[src/source/icache_pkg.sv]
// --------------------------------------------------
// Shared definitions of the instruction cache.
// Geometry constants, the fetch address union, and
// the structs on the lookup and fill stage links.
// --------------------------------------------------

package icache_pkg;

	// --------------------------------------------------
	// Geometry.
	// --------------------------------------------------
	localparam int LINE_COUNT     = 16;	// Direct mapped, one way.
	localparam int WORDS_PER_LINE = 16;	// 64-byte lines of 32-bit words.
	localparam int TAG_W          = 22;	// Address bits 31 to 10.
	localparam int INDEX_W        = 4;	// Address bits 9 to 6.
	localparam int WORD_W         = 4;	// Address bits 5 to 2.

	// --------------------------------------------------
	// Address views.
	// --------------------------------------------------
	typedef struct packed {
		logic [TAG_W-1:0]   tag;	// Compared against the stored tag.
		logic [INDEX_W-1:0] index;	// Selects the cache line.
		logic [WORD_W-1:0]  word;	// Selects the word in the line.
		logic [1:0]         byte_off;	// Ignored, fetches are word wide.
	} icache_addr_fields_t;

	// The same 32 bits, either as a flat bus address or split for lookup.
	typedef union packed {
		logic [31:0]         raw;	// Flat address for the bus side.
		icache_addr_fields_t fields;	// Split address for the arrays.
	} icache_addr_u;

	// --------------------------------------------------
	// Stage links.
	// --------------------------------------------------
	// Lookup to fill: the line the fetcher is stalled on.
	typedef struct packed {
		logic               valid;	// A fetch is requested and missed.
		logic [TAG_W-1:0]   tag;	// Tag of the missing line.
		logic [INDEX_W-1:0] index;	// Index of the missing line.
	} miss_t;

	// Fill to lookup: one word written per ready beat.
	typedef struct packed {
		logic               valid;	// A beat is written this cycle.
		logic [INDEX_W-1:0] index;	// Line being filled.
		logic [WORD_W-1:0]  word;	// Word position in the line.
		logic [31:0]        data;	// Word returned by the bus.
		logic               last;	// Final word, installs tag and valid.
		logic [TAG_W-1:0]   tag;	// Tag written with the final word.
	} fill_wr_t;

endpackage

[src/source/icache_line_fill.sv]
// --------------------------------------------------
// Fill stage of the instruction cache.
// Reads a missing line over the bus, word 0 first,
// and restarts whenever the missing line changes.
// --------------------------------------------------

module icache_line_fill import icache_pkg::*; (
	input  logic        clk,
	input  logic        rst_n,

	// From the lookup stage.
	input  miss_t       miss,	// Line the fetcher waits on.

	// Bus port.
	output logic        bus_req,	// Request while a miss is pending.
	input  logic        bus_ack,	// Grant, a level from outside.
	output logic [31:0] bus_addr,	// Word address of the current beat.
	input  logic [31:0] bus_rdata,	// Read data, valid with bus_ready.
	output logic        bus_rd,	// Read strobe while granted.
	input  logic        bus_ready,	// One beat delivered this cycle.

	// To the lookup stage.
	output fill_wr_t    fill_wr	// Word to write this cycle.
);

	// --------------------------------------------------
	// Fill state.
	// --------------------------------------------------
	logic               active_q;	// Some beats of a line are already in.
	logic [WORD_W-1:0]  pos_q;	// Next word position to read.
	logic [TAG_W-1:0]   line_tag_q;	// Tag of the line in progress.
	logic [INDEX_W-1:0] line_index_q;	// Index of the line in progress.

	logic               same_line;	// Miss still names the line in progress.
	logic [WORD_W-1:0]  pos;	// Position used for this cycle's beat.
	logic               beat;	// A ready beat is taken this cycle.
	icache_addr_u       beat_addr;	// Address of the word being read.

	// A new or changed line starts at word 0 at once, so the beat of this
	// very cycle already goes to the right word.
	assign same_line = active_q && (line_tag_q == miss.tag) &&
		(line_index_q == miss.index);
	assign pos       = same_line ? pos_q : '0;

	// --------------------------------------------------
	// Bus side.
	// --------------------------------------------------
	assign bus_req = miss.valid;	// Level for the whole miss.
	assign bus_rd  = miss.valid && bus_ack;	// Read once granted.
	assign beat    = bus_rd && bus_ready;	// Ready only counts during a read.

	always_comb begin
		beat_addr.fields.tag      = miss.tag;	// Line base from the miss.
		beat_addr.fields.index    = miss.index;
		beat_addr.fields.word     = pos;	// Plus four times the position.
		beat_addr.fields.byte_off = 2'b00;	// Word aligned reads.
		bus_addr = bus_rd ? beat_addr.raw : '0;	// Idle bus shows zero.
	end

	// --------------------------------------------------
	// Fill write to the lookup stage.
	// --------------------------------------------------
	always_comb begin
		fill_wr.valid = beat;	// Write only on a ready beat.
		fill_wr.index = miss.index;	// Slot of the missing line.
		fill_wr.word  = pos;	// Same word the bus just returned.
		fill_wr.data  = bus_rdata;	// Captured at the next edge.
		fill_wr.last  = (pos == WORD_W'(WORDS_PER_LINE - 1));	// Word 15.
		fill_wr.tag   = miss.tag;	// Installed with the last word.
	end

	// --------------------------------------------------
	// Position and line tracking.
	// --------------------------------------------------
	always_ff @(posedge clk) begin
		if (!rst_n) begin
			active_q <= 1'b0;	// No line in progress.
			pos_q    <= '0;	// Next fill starts at word 0.
		end else if (!miss.valid) begin
			active_q <= 1'b0;	// Request dropped or hit, forget the line.
			pos_q    <= '0;
		end else if (beat) begin
			active_q <= !fill_wr.last;	// Done after word 15.
			pos_q    <= pos + WORD_W'(1);	// Wraps to 0 after the last word.
		end else if (!same_line) begin
			active_q <= 1'b0;	// Line changed without a beat.
			pos_q    <= '0;
		end
	end

	// Remember which line the stored position belongs to.
	always_ff @(posedge clk) begin
		if (beat) begin
			line_tag_q   <= miss.tag;
			line_index_q <= miss.index;
		end
	end

endmodule

[config.mk]
export PLATFORM = sky130hd
export DESIGN_NAME = icache_line_fill
export DESIGN_NICKNAME = d
export VERILOG_FILES = /design/src/source/icache_pkg.sv /design/src/source/icache_line_fill.sv
export SDC_FILE = /design/constraint.sdc
export NUM_CORES = 1
export LEC_CHECK = 0
export ABC_CLOCK_PERIOD_IN_PS = 3720
export CAP_MARGIN = 20
export CORE_AREA = 2 2 62 64
export CTS_BUF_LIST = sky130_fd_sc_hd__clkbuf_4 sky130_fd_sc_hd__clkbuf_8 sky130_fd_sc_hd__clkbuf_16
export DETAILED_ROUTE_END_ITERATION = 8
export DIE_AREA = 0 0 64 66
export DONT_BUFFER_PORTS = 1
export PLACE_DENSITY = 0.8
export SYNTH_ARGS = -nofsm -noshare
export SYNTH_HDL_FRONTEND = slang
export SYNTH_SLANG_ARGS = --single-unit
[constraint.sdc]
create_clock -name clk -period 3.72 [get_ports clk]
set_input_delay 0.93 -clock clk [delete_from_list [all_inputs] [get_ports clk]]
set_output_delay 0.93 -clock clk [all_outputs]
set_load 0.005 [all_outputs]
Yosys cells after proc, flatten, opt, wreduce, memory -nomap -nowiden
Index checks and enable logic that the tools add are counted.

cells by class
  $add $sub $neg = 1
  muxes and demuxes = 5
  equality and inequality tests = 4
  reduce and logical (&&, ||, !) cells = 6

operators by type and width
  cell                                                                      count
  32-bit two-way mux                                                        1
  22-bit equality test                                                      1
  4-bit two-way mux                                                         2
  4-bit by 1-bit adder with 4-bit output (second input constant)            1
  4-bit equality test                                                       1
  4-bit equality test (second input constant)                               1
  1-bit logical AND                                                         4
  1-bit two-way mux                                                         2
  2-bit by 1-bit inequality test with 1-bit output (second input constant)  1
  2-bit AND reduction                                                       1
  1-bit logical NOT                                                         1

storage, ports and cells
  output and inout bits = 98
  bits in registers = 31
  input bits = 63

Logic depth before layout (Yosys ltp)
Gate-level depths: netlist of run 1.

  depth in word-level cells = 7
  mapped depth = 8
  mapped depth without buffers = 8

Worst setup path after synthesis of run 1
Ideal clock, no wire load.

  kind = input-to-output
  start = in miss[21] (netlist bit)
  end = out fill_wr[22] (netlist bit)
  arrival time = 2.329 ns
  stages on the path = 7
  slack = 0.461 ns
  data required time = 2.790 ns
  cell sequence = xnor2_1 > nand4_1 > nor4_4 > and4_2 > ha_1 > nand3_1 > nor2_1

RTL lines
  what         RTL line                RTL
  from (decl)  icache_line_fill.sv:12  input miss_t miss,
  to (decl)    icache_line_fill.sv:23  output fill_wr_t fill_wr

==> flow_summary.yaml, run 1 <==
critical_path:
  worstRegToRegCells: 9
  reg2reg_to: "active_q$_SDFFE_PN0P_"
  cp.arrival_ns: 2.47
  crit_chain: "xnor2_1 > nand4_1 > nor4_4 > buf_4 > and3_2 > ha_1 > nand3_1 > nor2_1"
  critical_path.max_stage_delay_ns: 0.35
  required_ns: 2.79
  crit_fanout: 8
  worstSetupPathType: "in -> out"
  crit_path_end_kind: "output port"
  cp-start-kind: "input port"
  regToRegSetupSlack_ns: 1.55
  reg2reg_from: "line_tag_q[7]$_DFFE_PP_"
  cp_slowest_cell: "nor4_4"
floorplanning:
  ios: 161
  start_util_pct: 58.0
  dieArea_mm2: 0.00422
  die_y_um: 66
  chipWidth_um: 64
  core_area_mm2: 0.00355
  rows: 22
global_route:
  grt_pass1_vias: 1150
  track_usage_pct: 17.8
  antenna_found_initial: 0
  grt_first_pass_wirelength_mm: 5.58
  grt.overflow.total: 0
  grt_max_degree: 32
routing:
  ant_nets: 0
  routed_via_density: 6.17
  drtIter0Drc: 59
  drc: 0
  routedWlPerCell_um: 20.0
  vias: 1166
  routed_wl_mm: 3.77
  drt_pass1_iterations: 4
placed_design:
  hpwlAfterDp_mm: 2.70
  routabilityCongestion: 0.676
  placed_cells: 181
  portBuffers: 0
  post-place-ws_ns: 0.303
cts:
  clock-root-buffer: "clkbuf_4"
  ctsResizeCount: 0
  cts_made_buffers: 5
  clkTransAtPathRegs_ns: 0.09
  hold_buffers: 0
  insertion_delay_ns: 0.33
  htree_levels: 2
  cts_buffer_depth: 2
  cts_tree: "built"
  cts_setup_buffers: 0
  clock-sinks: 31
synthesis:
  synth_compound_area_share_pct: 1.52
  syn-mean-instance-area_um2: 10.5
  synth_seq_cells: 31
  synth_area_mm2: 0.00206
  yosys.area_share.simple_pct: 19.1
  synth-adder-area-share_pct: 0.607
  yosysUniqueCellTypes: 27
  synthMuxAreaShare_pct: 0.486
  ys_seq_area_share_pct: 42.7
  synth_top_family_by_area: "buffers and inverters"
  synth_xor_xnor_area_share_pct: 11.5
  syn-instance-count: 197
  yosys_warnings: 0
final_layout:
  fillers: 323
  antenna_cells: 0
  final-seq-area_um2: 881
  layout.cells.non_filler: 189
  multi_input_area_um2: 691
  drive_above_1_share_pct: 12.8
  nNetsFinal: 204
  syn_to_final_growth_pct: -15.8
  post-route-util_pct: 48.8
timing:
  slew_violations: 0
  setup_viol: 0
  final.period_utilization_pct: 91.4
  fmax_mhz: 294
  rsz0062_at_grt: "false"
  setup_slack_ns: 0.320
  tns_ns: 0
  period_minus_slack_ns: 3.40
  skew_ns: 0.0120
  hold_viol: 0
min_path:
  whs_path_depth: 2
  hold_start: "pos_q[0]$_SDFF_PN0_"
  min_path_type: "reg -> reg"
  holdPathEnd: "pos_q[0]$_SDFF_PN0_"
power_and_ir_drop:
  power_density_mw_per_mm2: 404
  swShare_pct: 20.6
  clkPwrFrac_pct: 36.1
  p_int_mw: 0.556
  power.static_leakage_nw: 0.668
  power_frac_seq_pct: 56.8
  total_power_mw: 0.701
  comb_power_share_pct: 7.2
  switchingPower_mw: 0.144
  peakVddDrop_mv: 0.246
run_status:
  status: "finished, final reports clean"
job:
  maxCapViolations: 0
[Yosys cell counts, drive strengths merged]
cell,n,area [um2]
buf,63,470
and3,32,203
edfxtp,26,781
xnor2,23,201
nand4,8,50.1
clkbuf,5,18.8
dfxtp,5,100
nand2,5,18.8
nand3,5,25.0
xor2,4,35.0
and2,3,21.3
nor2,3,11.3
a21oi,2,10.0
and4,2,20.0
nor3,2,10.0
a211oi,1,7.51
a31o,1,8.76
conb,1,3.75
ha,1,12.5
inv,1,3.75
mux2i,1,10.0
nor3b,1,12.5
nor4,1,21.3
o21ai,1,5.00
[critical path, delay by kind of cell]
kind | cells | cell delay (ns)
XOR/XNOR | 1 | 0.12
buffers and inverters | 1 | 0.20
AND/OR/NAND/NOR | 5 | 1.02
adder cells (fa/ha/maj) | 1 | 0.20
[final cells by class]
type                       count  area share, %
clock inverter                 3           2.24
clock buffer                   5           2.16
tap                           48           3.46
multi-input combinational     98           39.8
timing repair buffer           3           1.30
inverter                       1          0.216
sequential                    31           50.8
[routing by layer]
| layer | global-route usage (%) | up-vias | part of all wire [%] |
|---|---|---|---|
| met1 | 20.2 | 550 | 40 |
| li1 | - | 507 | - |
| met5 | 0 | - | 0 |
| met2 | 28.0 | 95 | 47 |
| met4 | 10.1 | 0 | 1.7 |
| met3 | 7.67 | 14 | 11 |
[power by group through the flow]
stage | Sequential, mW | Clock [mW] | Combinational, mW
floorplan | 0.405 | 0 | 0.102
global placement | 0.405 | 0 | 0.0496
detailed placement | 0.406 | 0 | 0.0506
CTS | 0.398 | 0.260 | 0.0509
global route | 0.399 | 0.272 | 0.0557
finish | 0.398 | 0.253 | 0.0502
[cells by family (layout without fill, tap and decap cells)]
group                    after synthesis  in the layout
flip-flops                            31             31
AO/OA/AOI/OAI                          5              5
buffers and inverters                 69             12
XOR/XNOR                              27             27
adder cells (fa/ha/maj)                1              1
AND/OR/NAND/NOR                       62             62
other                                  1              2
multiplexers                           1              1
[metrics by stage]
stage | hold WS (ns) | area (um2)
6_report | 0.559 | 1730
4_1_cts | 0.555 | 1730
5_1_grt | 0.583 | 1730
3_3_place_gp | 0.500 | 1660
2_1_floorplan | 0.464 | 2060
3_5_place_dp | 0.535 | 1660
[placed cells by master (no fill, tap or decap), types with 2 or more instances in the layout]
master    count
xor2_1        4
xnor2_1      23
and3_1       30
conb_1        2
and2_1        2
nor2_1        3
and4_2        2
edfxtp_1     26
dfxtp_1       5
nand2_1       5
buf_4         3
a21oi_1       2
clkbuf_4      5
nand3_1       5
nand4_1       8
and3_2        2
nor3_1        2
[sequential cells by signal (all words and copies together), names as in the netlist]
signal,flops
line_index_q,4
active_q,1
pos_q,4
line_tag_q,22
[worst max-delay path by stage]
stage / startpoint / depth (start not counted) / slack [ns] / to
detailed placement: miss[21] / 8 / 0.30 / fill_wr[22]
global placement: miss[21] / 8 / 0.39 / fill_wr[22]
global route: miss[11] / 8 / 0.21 / fill_wr[22]
CTS: miss[21] / 8 / 0.30 / fill_wr[22]
finish: miss[21] / 8 / 0.32 / fill_wr[22]
floorplan: miss[21] / 7 / 0.46 / fill_wr[22]
No activity file was read; power rests on OpenSTA's default activity.
==> run 2, diff against run 1 <==
--- a/config.mk
+++ b/config.mk
@@ -13,6 +13,7 @@
 export DIE_AREA = 0 0 64 66
 export DONT_BUFFER_PORTS = 1
 export PLACE_DENSITY = 0.8
+export REMOVE_ABC_BUFFERS = 1
 export SYNTH_ARGS = -nofsm -noshare
 export SYNTH_HDL_FRONTEND = slang
 export SYNTH_SLANG_ARGS = --single-unit
==> run 2 against run 1 <==
  * Global-route usage is 9.1 points higher
  * Combinational power about the same
  * Critical endpoint unchanged
  * Clock power down 25%
  * Clock-buffer cell count increased by 1
  * Highest routed layer is now met5
  * Wire length is 48% higher
  * Register-to-register slack improved by 0.14 ns
==> flow_summary.yaml, run 2 (same netlist as run 1, synthesis figures left out) <==
cts:
  htree_levels: 2
  cts_tree: "built"
  clkTransAtPathRegs_ns: 0.10
  cts_made_buffers: 5
  insertion_delay_ns: 0.33
  hold_buffers: 0
  clock-root-buffer: "clkbuf_4"
  cts_buffer_depth: 2
  clock-sinks: 31
  cts_setup_buffers: 0
  ctsResizeCount: 0
placed_design:
  post-place-ws_ns: 0.397
  routabilityCongestion: 0.841
  hpwlAfterDp_mm: 4.58
  portBuffers: 0
critical_path:
  cp.arrival_ns: 2.38
  worstSetupPathType: "in -> out"
  cp_slowest_cell: "nor4_4"
  crit_fanout: 4
  required_ns: 2.79
  reg2reg_to: "active_q$_SDFFE_PN0P_"
  worstRegToRegCells: 8
  reg2reg_from: "line_tag_q[20]$_DFFE_PP_"
  cp-start-kind: "input port"
  regToRegSetupSlack_ns: 1.69
  crit_chain: "xnor2_1 > nand4_1 > nor4_4 > and4_2 > ha_1 > nand3_1 > nor2_1"
  crit_path_end_kind: "output port"
  critical_path.max_stage_delay_ns: 0.35
timing:
  setup_viol: 0
  skew_ns: 0.0104
  slew_violations: 0
  hold_viol: 0
  tns_ns: 0
  fmax_mhz: 302
  setup_slack_ns: 0.414
  rsz0062_at_grt: "false"
  period_minus_slack_ns: 3.31
  final.period_utilization_pct: 88.9
power_and_ir_drop:
  comb_power_share_pct: 7.9
  peakVddDrop_mv: 0.241
  clkPwrFrac_pct: 29.8
  switchingPower_mw: 0.142
  swShare_pct: 22.3
  power_density_mw_per_mm2: 373
  power.static_leakage_nw: 0.657
  p_int_mw: 0.495
  power_frac_seq_pct: 62.4
routing:
  drc: 0
  routed_via_density: 6.29
  ant_nets: 0
  vias: 1189
  routed_wl_mm: 5.57
  routedWlPerCell_um: 29.5
  drtIter0Drc: 56
  drt_pass1_iterations: 4
final_layout:
  nNetsFinal: 204
  antenna_cells: 0
  top_register: "line_tag_q"
  largest_register_ffs: 22
  syn_to_final_growth_pct: -17.0
  largestRegisters: "line_tag_q (22), line_index_q (4), pos_q (4)"
  final_cell_mix: "30 x and3_1, 26 x edfxtp_1, 23 x xnor2_1"
  drive_above_1_share_pct: 12.1
  final_common_cell: "and3_1"
floorplanning:
  chipWidth_um: 64
  die_y_um: 66
  core_area_mm2: 0.00355
  dieArea_mm2: 0.00422
  start_util_pct: 58.0
  rows: 22
  ios: 161
global_route:
  grt_pass1_vias: 1131
  grt.overflow.total: 0
  antenna_found_initial: 0
  grt_first_pass_wirelength_mm: 7.56
  grt_max_degree: 32
  track_usage_pct: 26.8
min_path:
  hold_start: "pos_q[1]$_SDFF_PN0_"
  min_path_type: "reg -> reg"
  holdPathEnd: "pos_q[1]$_SDFF_PN0_"
  whs_path_depth: 2
run_status:
  status: "finished, final reports clean"
job:
  maxCapViolations: 0
==> run 2: cell count changes in the layout (fill, tap and decap cells not counted) <==
cell,change
bufinv_16,-1
clkbuf_4,+1
clkinv_1,+1
clkinv_2,-1
==> run 2: worst max-delay path: cells and delay by family <==
kind	cells	cell delay, ns
and+or+nand+nor	5	1.12
adders and majority gates	1	0.19
xor gates and xnor gates	1	0.13
==> run 2: worst max path at each step <==
stage                         from           to
after floorplan           miss[21]  fill_wr[22]
after global placement    miss[11]  fill_wr[22]
after detailed placement  miss[24]  fill_wr[22]
after CTS                 miss[24]  fill_wr[22]
after global routing      miss[24]  fill_wr[22]
final                     miss[24]  fill_wr[22]
==> run 2: area by class of cell <==
class	count	area, um2
clock buffers	6	45.0
clock inverters	2	7.51
fillers	335	1840
inverters	1	3.75
multi-input cells	98	691
flip-flops and latches	31	881
well taps	48	60.1
repair buffers	3	22.5
==> run 2: power groups by stage <==
stage,sequential (mW),clock [mW],combinational [mW]
finish,0.398,0.190,0.0501
global route,0.399,0.210,0.0554
CTS,0.398,0.193,0.0504
detailed placement,0.406,0,0.0502
global placement,0.405,0,0.0493
floorplan,0.405,0,0.0432
==> run 2: layer usage <==
metal / track usage, % / part of all wire [%] / up-vias / wire length, um
met5: 11.1 / 0.90 / - / 50
met4: 8.15 / 1.7 / 2 / 97
met3: 32.2 / 25 / 11 / 1370
met2: 41.4 / 45 / 130 / 2510
met1: 19.9 / 28 / 540 / 1540
li1: - / - / 506 / -
==> run 2: metrics by stage <==
stage          util (%)  cells  total power, mW  hold slack (ns)  area, um2
2_1_floorplan         -    130            0.448            0.464       1580
3_3_place_gp       46.7    181            0.454            0.488       1660
3_5_place_dp       46.7    181            0.456            0.511       1660
4_1_cts            48.2    189            0.642            0.527       1710
5_1_grt            48.2    189            0.664            0.566       1710
6_report           48.2    189            0.638            0.517       1710
==> run 3, diff against run 2 <==
--- a/config.mk
+++ b/config.mk
@@ -5,7 +5,6 @@
 export SDC_FILE = /design/constraint.sdc
 export NUM_CORES = 1
 export LEC_CHECK = 0
-export ABC_CLOCK_PERIOD_IN_PS = 3720
 export CAP_MARGIN = 20
 export CORE_AREA = 2 2 62 64
 export CTS_BUF_LIST = sky130_fd_sc_hd__clkbuf_4 sky130_fd_sc_hd__clkbuf_8 sky130_fd_sc_hd__clkbuf_16
==> constraint.sdc (replaced) <==
create_clock -name clk -period 3.72 [get_ports clk]
set_input_delay 0.93 -clock clk [delete_from_list [all_inputs] [get_ports clk]]
set_output_delay 0.93 -clock clk [all_outputs]
set_load 0.05 [all_outputs]
==> run 3 against run 2 <==
  * Fmax is 4.9% lower
  * Power is 8.8% higher
  * Sequential share of layout area is 2.1 points lower
  * Core utilization is 2.0 points higher
  * Clock power is 4% higher
  * Final area is 4.2% higher
  * Clock skew is 0.0041 ns lower
  * Register-to-register slack worse by 0.03 ns
  * Largest cell class unchanged
==> flow_summary.yaml, run 3 (same netlist as run 1, synthesis figures left out) <==
critical_path:
  worstSetupPathType: "in -> out"
  cp.buffers_inverters: 1
  required_ns: 2.79
  crit_family: "simple AND/OR/NAND/NOR gates"
  critical_path.max_stage_delay_ns: 0.36
  crit_path_end_kind: "output port"
  cp-start-kind: "input port"
  crit_chain: "xnor2_1 > nand4_1 > nor4_4 > and4_2 > ha_1 > nand3_1 > nor2_1 > buf_4"
  cp_slowest_cell: "nor4_4"
  cp.arrival_ns: 2.55
  regToRegSetupSlack_ns: 1.66
  crit_fanout: 4
job:
  maxCapViolations: 0
power_and_ir_drop:
  power.static_leakage_nw: 0.711
  p_int_mw: 0.507
  switchingPower_mw: 0.186
  power_density_mw_per_mm2: 389
  comb_power_share_pct: 14.1
  power_frac_seq_pct: 57.3
  peakVddDrop_mv: 0.214
  swShare_pct: 26.9
  clkPwrFrac_pct: 28.6
timing:
  setup_viol: 0
  hold_viol: 0
  final.period_utilization_pct: 93.5
  fmax_mhz: 288
  slew_violations: 0
  period_minus_slack_ns: 3.48
  tns_ns: 0
  tightest_slew_ns: 0.540
  rsz0062_at_grt: "false"
  skew_ns: 0.00632
  timing.slew.headroom_pct: 63.9
cts:
  cts_made_buffers: 5
  cts_buffer_depth: 2
  cts_tree: "built"
  htree_levels: 2
  cts_setup_buffers: 0
  hold_buffers: 0
  insertion_delay_ns: 0.33
  clock-sinks: 31
  ctsResizeCount: 0
  clkTransAtPathRegs_ns: 0.08
  clock-root-buffer: "clkbuf_4"
global_route:
  grt.overflow.total: 0
  grt_first_pass_wirelength_mm: 7.90
  grt_pass1_vias: 1189
  antenna_found_initial: 0
  track_usage_pct: 27.8
  grt_max_degree: 31
floorplanning:
  start_util_pct: 58.0
  rows: 22
  die_y_um: 66
  dieArea_mm2: 0.00422
  core_area_mm2: 0.00355
  chipWidth_um: 64
  ios: 161
placed_design:
  hpwlAfterDp_mm: 4.70
  routabilityCongestion: 0.888
  dpl_cell_area_mm2: 0.00173
  portBuffers: 0
routing:
  drc: 0
  routed_wl_mm: 5.73
  routed_via_density: 6.14
  ant_nets: 0
  vias: 1216
  drtIter0Drc: 50
  routedWlPerCell_um: 28.9
  drt_pass1_iterations: 4
final_layout:
  drive_above_1_share_pct: 18.7
  nNetsFinal: 213
  design_area_mm2: 0.00178
  final-seq-area_um2: 881
  final_common_cell: "and3_1"
  antenna_cells: 0
  largest_register_ffs: 22
  post-route-util_pct: 50.2
  syn_to_final_growth_pct: -13.5
  final_cell_mix: "30 x and3_1, 26 x edfxtp_1, 23 x xnor2_1"
  top_register: "line_tag_q"
  multi_input_area_um2: 691
  fillers: 326
  largestRegisters: "line_tag_q (22), line_index_q (4), pos_q (4)"
run_status:
  status: "finished, final reports clean"
min_path:
  min_path_type: "reg -> reg"
-- run 3: changes by cell type in the layout (fill, tap and decap cells not counted) --
cell,before,now
buf_4,3,12
clkinv_2,0,1
clkbuf_4,6,7
clkinv_1,2,0
-- run 3: routing by layer --
layer	up-vias	share of wire (%)	track usage, %
li1	522	-	-
met4	0	1.5	9.24
met3	7	25	30.8
met5	-	0	0
met1	553	28	23.0
met2	134	46	42.6
-- run 3: cell type report --
class                           instances  share of cell area (%)
Clock inverter                          1                   0.281
Sequential cell                        31                    49.4
Timing Repair Buffer                   12                    5.05
Clock buffer                            7                    2.95
Multi-Input combinational cell         98                    38.7
Inverter                                1                   0.211
Tap cell                               48                    3.37
-- run 3: path summary, 6_finish.rpt --
path / endpoint / cells past startpoint / from
max: fill_wr[22] / 8 / miss[10]
min: pos_q[1]$_SDFF_PN0_ / 2 / pos_q[1]$_SDFF_PN0_
max reg2reg: active_q$_SDFFE_PN0P_ / 8 / line_tag_q[6]$_DFFE_PP_
min reg2reg: pos_q[1]$_SDFF_PN0_ / 2 / pos_q[1]$_SDFF_PN0_
-- run 3: power by group through the flow --
| stage | Combinational (mW) | Clock (mW) | Sequential [mW] |
|---|---|---|---|
| after floorplan | 0.0887 | 0 | 0.405 |
| after CTS | 0.0979 | 0.206 | 0.398 |
| final | 0.0977 | 0.198 | 0.398 |
| after detailed placement | 0.0976 | 0 | 0.406 |
| after global placement | 0.0963 | 0 | 0.405 |
| after global routing | 0.103 | 0.218 | 0.399 |
-- run 3: through the flow --
stage               cells  worst slack (ns)  power (mW)  hold slack, ns
finish                198             0.243       0.694           0.527
detailed placement    190             0.256       0.504           0.513
floorplan             130            -0.319       0.493           0.464
CTS                   198             0.234       0.702           0.529
global placement      190             0.316       0.501           0.495
global route          198            0.0964       0.719           0.576
-- run 3: worst register-to-register path, delay by kind of cell, from the launching register on --
kind | cells | cell delay [ns]
adder cells (fa/ha/maj) | 1 | 0.20
AO/OA/AOI/OAI | 1 | 0.09
flip-flops | 1 | 0.40
AND/OR/NAND/NOR | 5 | 1.07
XOR/XNOR | 1 | 0.19
